<file path="src/bj_pkg.sv">
`default_nettype none

package bj_pkg;

	// ------------------------------------------------------------------
	// widths
	// ------------------------------------------------------------------
	localparam int card_w  = 4;
	localparam int point_w = 6;
	localparam int cnt_w   = 6;
	localparam int pct_w   = 7;

	// ------------------------------------------------------------------
	// deck and round constants
	// ------------------------------------------------------------------
	localparam int deck_size  = 52;
	localparam int deal_limit = 50;
	localparam int target     = 21;
	localparam int max_point  = 10;
	localparam int round_len  = 10;
	localparam int hand_len   = 5;
	localparam int pct_scale  = 100;

	// entry k holds the number of remaining cards worth k or more
	typedef logic [1:max_point][cnt_w-1:0] deck_table_t;

	localparam deck_table_t deck_init = {
		cnt_w'(deck_size), cnt_w'(36), cnt_w'(32), cnt_w'(28), cnt_w'(24),
		cnt_w'(20), cnt_w'(16), cnt_w'(12), cnt_w'(8), cnt_w'(4)
	};

	typedef struct packed {
		logic              valid;
		logic [card_w-1:0] value;
	} card_evt_t;

	typedef struct packed {
		logic             start;
		logic [cnt_w-1:0] equal_cnt;
		logic [cnt_w-1:0] exceed_cnt;
		logic [cnt_w-1:0] total;
	} prob_req_t;

	typedef struct packed {
		logic valid;
		logic equal;
		logic exceed;
	} prob_bit_t;

	// result: 00 none, 10 player 1, 11 player 2
	typedef struct packed {
		logic       valid;
		logic [1:0] result;
	} win_evt_t;

endpackage

`default_nettype wire

</file>
<file path="src/card_intake.sv">
`default_nettype none

module card_intake (
	input  wire logic                      clk,
	input  wire logic                      rst_n,
	input  wire logic                      in_valid1,
	input  wire logic                      in_valid2,
	input  wire logic [bj_pkg::card_w-1:0] user1,
	input  wire logic [bj_pkg::card_w-1:0] user2,
	output bj_pkg::card_evt_t              card
);
	import bj_pkg::*;

	logic [card_w-1:0] sel;
	logic              valid_q;
	logic [card_w-1:0] value_q;

	// user1 has priority on a shared strobe
	assign sel = in_valid1 ? user1 : user2;

	always_ff @(posedge clk or negedge rst_n) begin
		if (!rst_n) begin
			valid_q <= 1'b0;
		end else begin
			valid_q <= in_valid1 | in_valid2;
		end
	end

	// face cards count as 1
	always_ff @(posedge clk) begin
		if (in_valid1 || in_valid2) begin
			value_q <= (sel > card_w'(max_point)) ? card_w'(1) : sel;
		end
	end

	assign card = '{valid: valid_q, value: value_q};

	a_rank_nonzero: assert property (@(posedge clk) disable iff (!rst_n)
		(in_valid1 || in_valid2) |-> sel != '0);

endmodule

`default_nettype wire

</file>
<file path="src/deck_tracker.sv">
`default_nettype none

module deck_tracker (
	input  wire logic              clk,
	input  wire logic              rst_n,
	input  wire bj_pkg::card_evt_t card,
	output bj_pkg::deck_table_t    tbl
);
	import bj_pkg::*;

	logic [cnt_w-1:0] dealt;
	logic             refill;
	deck_table_t      base;
	deck_table_t      tbl_nxt;

	// ------------------------------------------------------------------
	// refill and decrement
	// ------------------------------------------------------------------

	// fresh deck once deal_limit cards are gone
	assign refill = (dealt == cnt_w'(deal_limit));

	always_comb begin
		base    = refill ? deck_init : tbl;
		tbl_nxt = base;
		// a card of value v sits in every entry up to v
		for (int k = 1; k <= max_point; k++) begin
			if (card_w'(k) <= card.value) begin
				tbl_nxt[k] = base[k] - 1'b1;
			end
		end
	end

	always_ff @(posedge clk or negedge rst_n) begin
		if (!rst_n) begin
			tbl   <= deck_init;
			dealt <= '0;
		end else if (card.valid) begin
			tbl <= tbl_nxt;
			if (refill) begin
				dealt <= cnt_w'(1);
			end else begin
				dealt <= dealt + 1'b1;
			end
		end
	end

	// ------------------------------------------------------------------
	// checks
	// ------------------------------------------------------------------

	// entries fall with k so the entry at the card value is the smallest touched
	a_no_underflow: assert property (@(posedge clk) disable iff (!rst_n)
		card.valid |-> base[card.value] != '0);

endmodule

`default_nettype wire

</file>
<file path="src/game_ctrl.sv">
`default_nettype none

module game_ctrl (
	input  wire logic                clk,
	input  wire logic                rst_n,
	input  wire bj_pkg::card_evt_t   card,
	input  wire bj_pkg::deck_table_t tbl,
	input  wire logic                busy,
	output bj_pkg::prob_req_t        req,
	output bj_pkg::win_evt_t         win
);
	import bj_pkg::*;

	logic [card_w-1:0]  pos;
	logic [card_w-1:0]  pos_nxt;
	logic [card_w-1:0]  hand_idx;
	logic [point_w-1:0] p1;
	logic [point_w-1:0] p2;
	logic [point_w-1:0] p2_nxt;
	logic [point_w-1:0] pts;
	logic [card_w-1:0]  need;
	logic [cnt_w-1:0]   eq_cnt;
	logic [cnt_w-1:0]   ex_cnt;
	logic [1:0]         win_res;
	logic               calc_pend;
	logic               start_q;
	logic [cnt_w-1:0]   eq_q;
	logic [cnt_w-1:0]   ex_q;
	logic [cnt_w-1:0]   tot_q;
	logic               win_valid_q;
	logic [1:0]         win_res_q;

	// ------------------------------------------------------------------
	// card position and points
	// ------------------------------------------------------------------
	assign pos_nxt  = (pos == card_w'(round_len) || pos == '0) ? card_w'(1) : pos + 1'b1;
	assign hand_idx = (pos_nxt > card_w'(hand_len)) ? pos_nxt - card_w'(hand_len) : pos_nxt;
	assign p2_nxt   = (pos_nxt == card_w'(hand_len + 1)) ? point_w'(card.value)
	                                                     : p2 + point_w'(card.value);

	always_ff @(posedge clk or negedge rst_n) begin
		if (!rst_n) begin
			pos       <= '0;
			p1        <= '0;
			p2        <= '0;
			calc_pend <= 1'b0;
		end else begin
			calc_pend <= card.valid &&
			             (hand_idx == card_w'(hand_len - 2) ||
			              hand_idx == card_w'(hand_len - 1));
			if (card.valid) begin
				pos <= pos_nxt;
				if (pos_nxt == card_w'(1)) begin
					p1 <= point_w'(card.value);
				end else if (pos_nxt <= card_w'(hand_len)) begin
					p1 <= p1 + point_w'(card.value);
				end else begin
					p2 <= p2_nxt;
				end
			end
		end
	end

	// ------------------------------------------------------------------
	// probability request
	// ------------------------------------------------------------------
	always_comb begin
		pts    = (pos <= card_w'(hand_len)) ? p1 : p2;
		need   = card_w'(target - pts);
		eq_cnt = '0;
		ex_cnt = '0;
		if (pts > point_w'(max_point) && pts < point_w'(target)) begin
			eq_cnt = tbl[need];
			if (need < card_w'(max_point)) begin
				eq_cnt = tbl[need] - tbl[need + 1'b1];
			end
		end
		if (pts >= point_w'(target)) begin
			ex_cnt = tbl[1];
		end else if (pts > point_w'(max_point + 1)) begin
			// smallest card that busts is 22 - points
			ex_cnt = tbl[card_w'(target + 1 - pts)];
		end
	end

	always_ff @(posedge clk or negedge rst_n) begin
		if (!rst_n) begin
			start_q <= 1'b0;
		end else begin
			start_q <= calc_pend;
		end
	end

	always_ff @(posedge clk) begin
		if (calc_pend) begin
			eq_q  <= eq_cnt;
			ex_q  <= ex_cnt;
			tot_q <= tbl[1];
		end
	end

	assign req = '{start: start_q, equal_cnt: eq_q, exceed_cnt: ex_q, total: tot_q};

	// ------------------------------------------------------------------
	// winner at card 10
	// ------------------------------------------------------------------
	always_comb begin
		if (p1 > point_w'(target) && p2_nxt > point_w'(target)) begin
			win_res = 2'b00;
		end else if (p1 > point_w'(target)) begin
			win_res = 2'b11;
		end else if (p2_nxt > point_w'(target) || p1 > p2_nxt) begin
			win_res = 2'b10;
		end else if (p2_nxt > p1) begin
			win_res = 2'b11;
		end else begin
			win_res = 2'b00;
		end
	end

	always_ff @(posedge clk or negedge rst_n) begin
		if (!rst_n) begin
			win_valid_q <= 1'b0;
		end else begin
			win_valid_q <= card.valid && pos_nxt == card_w'(round_len);
		end
	end

	always_ff @(posedge clk) begin
		win_res_q <= win_res;
	end

	assign win = '{valid: win_valid_q, result: win_res_q};

	// no new card while a percentage is pending or streaming
	a_card_spacing: assert property (@(posedge clk) disable iff (!rst_n)
		card.valid |-> !(busy || calc_pend || start_q));

endmodule

`default_nettype wire

</file>
<file path="src/prob_divider.sv">
`default_nettype none

module prob_divider (
	input  wire logic              clk,
	input  wire logic              rst_n,
	input  wire bj_pkg::prob_req_t req,
	output bj_pkg::prob_bit_t      bits,
	output logic                   busy
);
	import bj_pkg::*;

	logic [cnt_w+pct_w-1:0] eq_rem;
	logic [cnt_w+pct_w-1:0] ex_rem;
	logic [cnt_w+pct_w-1:0] div_q;
	logic [2:0]             bit_cnt;
	logic                   run;
	logic                   eq_ge;
	logic                   ex_ge;
	logic                   valid_q;
	logic                   equal_q;
	logic                   exceed_q;

	assign eq_ge = (eq_rem >= div_q);
	assign ex_ge = (ex_rem >= div_q);

	// ------------------------------------------------------------------
	// control
	// ------------------------------------------------------------------
	always_ff @(posedge clk or negedge rst_n) begin
		if (!rst_n) begin
			run      <= 1'b0;
			bit_cnt  <= '0;
			valid_q  <= 1'b0;
			equal_q  <= 1'b0;
			exceed_q <= 1'b0;
		end else begin
			valid_q  <= run;
			equal_q  <= run && eq_ge;
			exceed_q <= run && ex_ge;
			if (req.start) begin
				run     <= 1'b1;
				bit_cnt <= '0;
			end else if (run) begin
				bit_cnt <= bit_cnt + 1'b1;
				if (bit_cnt == 3'(pct_w - 1)) begin
					run <= 1'b0;
				end
			end
		end
	end

	// ------------------------------------------------------------------
	// restoring division, msb first
	// ------------------------------------------------------------------
	always_ff @(posedge clk) begin
		if (req.start) begin
			eq_rem <= (cnt_w+pct_w)'(req.equal_cnt * pct_scale);
			ex_rem <= (cnt_w+pct_w)'(req.exceed_cnt * pct_scale);
			// divisor starts at the weight of quotient bit 6
			div_q  <= (cnt_w+pct_w)'(req.total) << (pct_w - 1);
		end else if (run) begin
			if (eq_ge) begin
				eq_rem <= eq_rem - div_q;
			end
			if (ex_ge) begin
				ex_rem <= ex_rem - div_q;
			end
			div_q <= div_q >> 1;
		end
	end

	assign bits = '{valid: valid_q, equal: equal_q, exceed: exceed_q};
	assign busy = run | valid_q;

	// quotient must stay within 100
	a_count_le_total: assert property (@(posedge clk) disable iff (!rst_n)
		req.start |-> (req.equal_cnt <= req.total && req.exceed_cnt <= req.total));

endmodule

`default_nettype wire

</file>
<file path="src/result_serializer.sv">
`default_nettype none

module result_serializer (
	input  wire logic              clk,
	input  wire logic              rst_n,
	input  wire bj_pkg::prob_bit_t bits,
	input  wire bj_pkg::win_evt_t  win,
	output logic                   out_valid1,
	output logic                   equal,
	output logic                   exceed,
	output logic                   out_valid2,
	output logic                   winner
);

	logic win_left;
	logic win_res_q;

	always_ff @(posedge clk or negedge rst_n) begin
		if (!rst_n) begin
			out_valid1 <= 1'b0;
			equal      <= 1'b0;
			exceed     <= 1'b0;
		end else begin
			out_valid1 <= bits.valid;
			equal      <= bits.valid & bits.equal;
			exceed     <= bits.valid & bits.exceed;
		end
	end

	// winner bits run 1 then 0 for player 1 and 1 then 1 for player 2
	always_ff @(posedge clk or negedge rst_n) begin
		if (!rst_n) begin
			out_valid2 <= 1'b0;
			winner     <= 1'b0;
			win_left   <= 1'b0;
		end else if (win.valid) begin
			out_valid2 <= 1'b1;
			winner     <= win.result[1];
			win_left   <= win.result[1];
		end else if (win_left) begin
			out_valid2 <= 1'b1;
			winner     <= win_res_q;
			win_left   <= 1'b0;
		end else begin
			out_valid2 <= 1'b0;
			winner     <= 1'b0;
		end
	end

	always_ff @(posedge clk) begin
		if (win.valid) begin
			win_res_q <= win.result[0];
		end
	end

	a_no_overlap: assert property (@(posedge clk) disable iff (!rst_n)
		!(bits.valid && (win.valid || win_left)));

endmodule

`default_nettype wire

</file>
<file path="src/bj_top.sv">
`default_nettype none

module bj_top (
	input  wire logic                      clk,
	input  wire logic                      rst_n,
	input  wire logic                      in_valid1,
	input  wire logic                      in_valid2,
	input  wire logic [bj_pkg::card_w-1:0] user1,
	input  wire logic [bj_pkg::card_w-1:0] user2,
	output logic                           out_valid1,
	output logic                           out_valid2,
	output logic                           equal,
	output logic                           exceed,
	output logic                           winner
);
	import bj_pkg::*;

	card_evt_t   card;
	deck_table_t tbl;
	prob_req_t   req;
	prob_bit_t   bits;
	win_evt_t    win;
	logic        busy;

	// ------------------------------------------------------------------
	// datapath: intake -> deck / control -> divider -> output
	// ------------------------------------------------------------------
	card_intake card_intake_inst (
		.clk       (clk),
		.rst_n     (rst_n),
		.in_valid1 (in_valid1),
		.in_valid2 (in_valid2),
		.user1     (user1),
		.user2     (user2),
		.card      (card)
	);

	deck_tracker deck_tracker_inst (.clk(clk), .rst_n(rst_n), .card(card), .tbl(tbl));

	game_ctrl game_ctrl_inst (
		.clk   (clk),
		.rst_n (rst_n),
		.card  (card),
		.tbl   (tbl),
		.busy  (busy),
		.req   (req),
		.win   (win)
	);

	prob_divider prob_divider_inst (.clk(clk), .rst_n(rst_n), .req(req), .bits(bits), .busy(busy));

	result_serializer result_serializer_inst (
		.clk        (clk),
		.rst_n      (rst_n),
		.bits       (bits),
		.win        (win),
		.out_valid1 (out_valid1),
		.equal      (equal),
		.exceed     (exceed),
		.out_valid2 (out_valid2),
		.winner     (winner)
	);

endmodule

`default_nettype wire

</file>
<file path="config.mk">
export PLATFORM = sky130hd
export DESIGN_NAME = bj_top
export DESIGN_NICKNAME = d
export VERILOG_FILES = /design/src/bj_pkg.sv /design/src/card_intake.sv /design/src/deck_tracker.sv /design/src/game_ctrl.sv /design/src/prob_divider.sv /design/src/result_serializer.sv /design/src/bj_top.sv
export SDC_FILE = /design/constraint.sdc
export NUM_CORES = 1
export LEC_CHECK = 0
export ABC_CLOCK_PERIOD_IN_PS = 6060
export BUFFER_PORTS_ARGS = -buffer_cell sky130_fd_sc_hd__buf_2
export CORE_MARGIN = 8
export CORE_UTILIZATION = 35
export DETAILED_ROUTE_END_ITERATION = 8
export SYNTH_ARGS = -nofsm -noshare
export SYNTH_HDL_FRONTEND = slang
export SYNTH_SLANG_ARGS = --single-unit
</file>
<file path="constraint.sdc">
create_clock -name clk -period 6.06 [get_ports clk]
set_input_delay 0.909 -clock clk [delete_from_list [all_inputs] [get_ports clk]]
set_output_delay 0.909 -clock clk [all_outputs]
set_load 0.1 [all_outputs]
</file>
==> metrics.md <==
| Metric | Value |
|---|---|
| CP arrival | 5.74 ns |
| Dominant synthesized flop cell | dfrtp_1 |
| CTS sink count | 162 |
| GRT Util Overall | 14.7% |
| Final nets | 1409 |
| Status | completed |
| Critical-path cell list | inv_1, ha_1, or3b_1, a21boi_1, nor2_1, inv_1, buf_4, ha_1, buf_4, mux2i_1, mux2i_1, nor2_1, a21oi_1, ha_1, o21ai_0, a21oi_1, a211oi_1, and4b_1, a311oi_1, mux2_1 |
| Post-DP HPWL | 21600 µm |
| Unrepaired setup endpoints after global routing | no |
| First-pass GRT wire length | 48700 µm |
| Register area share after synthesis | 36.0% |
| CP endpoint | game_ctrl_inst.eq_q[5]$_SDFFCE_PN0P_ |
| Top Usage Layer GRT | met2 |
| Slew Limit Fails | 0 |
| Ys Warns | 0 |
| Fin. Hold Viols | 0 |
| Top-Level Pins | 17 |
| R2R cell count | 20 |
| CTS tree | built |
| Routed vias/inst | 5.42 |
| Slew @ Worst Pin | 1.09 ns |
| Worst setup path start | game_ctrl_inst.pos[0]$_DFFE_PN0P_ |
| Crit path kind | reg -> reg |
| Critical path required time | 6.24 ns |
| Cell count after synthesis | 1287 |
| Routability cong. | 0.933 |
| Cell repeated most along the worst path | ha_1 |
| Cts repair resizes | 0 |
| Post-synth top area cell | dfrtp_1 |
| # Post-CTS Setup Buffers | 0 |
| PnR worst setup slack | 0.501 ns |
| WL/cell | 16.9 µm |
| Setup WS pre-CTS | 0.401 ns |
| Bufs and invs on worst path | 4 |
| Crit path max-delay family | adder cells |
| Synth Register Bits | 162 |
| Critical Path Stages | 20 |
| DRC viols | 0 |
| Skew-Pair Late Insertion Delay | 0.44 ns |
| Yosys top cell area share | 17.1% |
| RR Endpoint | game_ctrl_inst.eq_q[5]$_SDFFCE_PN0P_ |
| Crit path time final | 5.56 ns |
| Max_cap viols | 0 |
| Slew margin rel. | 27.4% |
| M1 GR Usage | 20.0% |
| Final wirelength | 29400 µm |
| Library cells used by synthesis | 75 |
| DRT Pass-1 Iters | 5 |
| Slowest stage cell, crit path | ha_1 |
| Top cells by area, synth | dfrtp_1 17%, edfxtp_1 13%, ha_1 12%, nand2_1 5.1%, mux2i_1 4.6% |
| EDFF count, synth | 51 |
| Mean post-synth cell area | 9.22 µm² |
| Full die area | 40000 µm² |
| Post-Synthesis Cell Area | 11900 µm² |
| Total CTS buffers | 17 |
| Root buf cell | clkbuf_16 |
| GRT overflow | 0 |
| CTS Hold Bufs | 0 |
| Worst r2r src | game_ctrl_inst.pos[0]$_DFFE_PN0P_ |
| Die width | 200 µm |
| Clock Skews | 0.0139 ns |
| Critical path peak fanout | 21 |
| Vias in the first global route | 9154 |
| Max incr delay on CP | 0.65 ns |
| Reg clk slew, reported paths | 0.07 ns |
| Synthesized net count | 1418 |
| Met2 capacity usage during global routing | 23.7% |
| Filler cells | 3269 |
| Maximum clock path buffer count | 2 |
| Largest net degree at the start of global routing | 52 |
| Tcrit/Tclk final | 91.7% |
| Met3 GRT Util | 2.52% |
| Port buffer count | 16 |
| Initial Utilization | 35.5% |
| Async SR Flop Fraction | 61.1% |
| Layout cell share with drive strength beyond 1 | 8.75% |
| CP endpoint kind | flip-flop |
| Initial antenna violation count | 0 |
| CP Launch Type | flip-flop |
| Hold crit path type | reg -> reg |
| Worst reg-to-reg setup slack | 0.50 ns |
| Htree depth | 4 |
| Post-route ant nets | 0 |
| Max Freq | 0.180 GHz |
| Setup total negative slack | 0 ns |
| Antenna diode count | 0 |
| Core Area | 33400 µm² |
| Area delta synth->final | 9.57% |
| Vias after detailed routing | 9424 |
| Die H | 200 µm |
| # setup viols final | 0 |
| Cell Rows | 67 |
| Initial DRC Count | 594 |
==> synth_stat cells (all sizes together), types with 18 or more instances <==
master,count
mux2i,55
nand2,162
clkbuf,42
o31ai,22
a211oi,21
a21oi,83
a21o,30
nor2,71
o21ai,85
xor2,31
nor3,27
dfrtp,81
inv,58
xnor2,40
dfstp,18
edfxtp,51
nand3,45
ha,112
==> cell families (layout without fill, tap and decap cells) <==
family | count (synthesis) | count (layout) | share of synthesized area [%]
and+or+nand+nor | 411 | 411 | 16.5
AOI/OAI and AO/OA | 335 | 335 | 18.4
DFF | 162 | 162 | 36.0
adders and majority gates | 120 | 120 | 13.1
buffers and inverters | 115 | 119 | 3.79
muxes | 73 | 73 | 7.01
xor gates and xnor gates | 71 | 71 | 5.24
==> worst reg2reg max path, stage by stage (launching register included) <==
cell and delay [ns]:
dfrtp_1 0.48, inv_1 0.13, ha_1 0.28, or3b_1 0.46, a21boi_1 0.33, nor2_1 0.09
inv_1 0.12, buf_4 0.22, ha_1 0.65, buf_4 0.29, mux2i_1 0.27, mux2i_1 0.11
nor2_1 0.10, a21oi_1 0.05, ha_1 0.36, o21ai_0 0.12, a21oi_1 0.27, a211oi_1 0.08
and4b_1 0.24, a311oi_1 0.30, mux2_1 0.36
==> flip-flops by register name, indices dropped and copies added (netlist names), 2 cells and up <==
signal,cells
card_intake_inst.value_q,4
deck_tracker_inst.dealt,6
deck_tracker_inst.tbl,60
game_ctrl_inst.eq_q,6
game_ctrl_inst.ex_q,6
game_ctrl_inst.p1,6
game_ctrl_inst.p2,6
game_ctrl_inst.pos,4
game_ctrl_inst.tot_q,6
game_ctrl_inst.win_res_q,2
prob_divider_inst.bit_cnt,3
prob_divider_inst.div_q,12
prob_divider_inst.eq_rem,13
prob_divider_inst.ex_rem,13
==> final cells by class <==
| type | count | area, µm² | area share, % |
|---|---|---|---|
| Timing Repair Buffer | 29 | 180 | 1.39 |
| Multi-Input combinational cell | 1010 | 7150 | 55.0 |
| Sequential cell | 162 | 4270 | 32.9 |
| Clock buffer | 19 | 475 | 3.66 |
| Inverter | 58 | 220 | 1.69 |
| Tap cell | 448 | 561 | 4.31 |
| Clock inverter | 13 | 139 | 1.07 |
==> cells in the final DEF (no fill, tap or decap), types with 17 or more instances in the layout <==
cell and count:
xnor2_1 40, a21oi_1 83, nor2b_1 17, inv_1 57, edfxtp_1 51, clkbuf_16 19, o31ai_1 22, nor2_1 70
ha_1 112, nor3_1 27, o21ai_0 84, a211oi_1 20, dfrtp_1 80, nand3_1 45, a21o_1 30, mux2i_1 55
xor2_1 31, nand2_1 162, dfstp_2 18
==> stage by stage <==
step / utilization (%) / area [µm²] / hold WS, ns / std cells
final: 38.9 / 13000 / 0.390 / 1739
after global routing: 38.9 / 13000 / 0.402 / 1739
after CTS: 38.9 / 13000 / 0.393 / 1739
after detailed placement: 37.0 / 12400 / 0.377 / 1707
after global placement: 37.0 / 12400 / 0.369 / 1707
after floorplan: - / 11900 / 0.359 / 1287
==> worst min path at each step <==
stage | from | end | slack (ns) | cells after the start
after global placement | prob_divider_inst.valid_q$_DFF_PN0_ | result_serializer_inst.out_valid1$_DFF_PN0_ | 0.37 | 0
final | prob_divider_inst.valid_q$_DFF_PN0_ | result_serializer_inst.out_valid1$_DFF_PN0_ | 0.39 | 0
after detailed placement | prob_divider_inst.valid_q$_DFF_PN0_ | result_serializer_inst.out_valid1$_DFF_PN0_ | 0.38 | 0
after CTS | prob_divider_inst.valid_q$_DFF_PN0_ | result_serializer_inst.out_valid1$_DFF_PN0_ | 0.39 | 0
after floorplan | prob_divider_inst.valid_q$_DFF_PN0_ | result_serializer_inst.out_valid1$_DFF_PN0_ | 0.36 | 0
after global routing | prob_divider_inst.valid_q$_DFF_PN0_ | result_serializer_inst.out_valid1$_DFF_PN0_ | 0.40 | 0
==> routing by layer <==
layer	wire length, µm	part of all wire [%]	vias to the layer above
met2	13500	46	183
li1	-	-	4680
met1	14200	49	4529
met4	527	1.8	0
met3	1050	3.6	32
met5	0	0	-
Power is left out: the tool's default activity adds up to more than one toggle a clock period on the data nets, which glitch-free logic cannot reach.
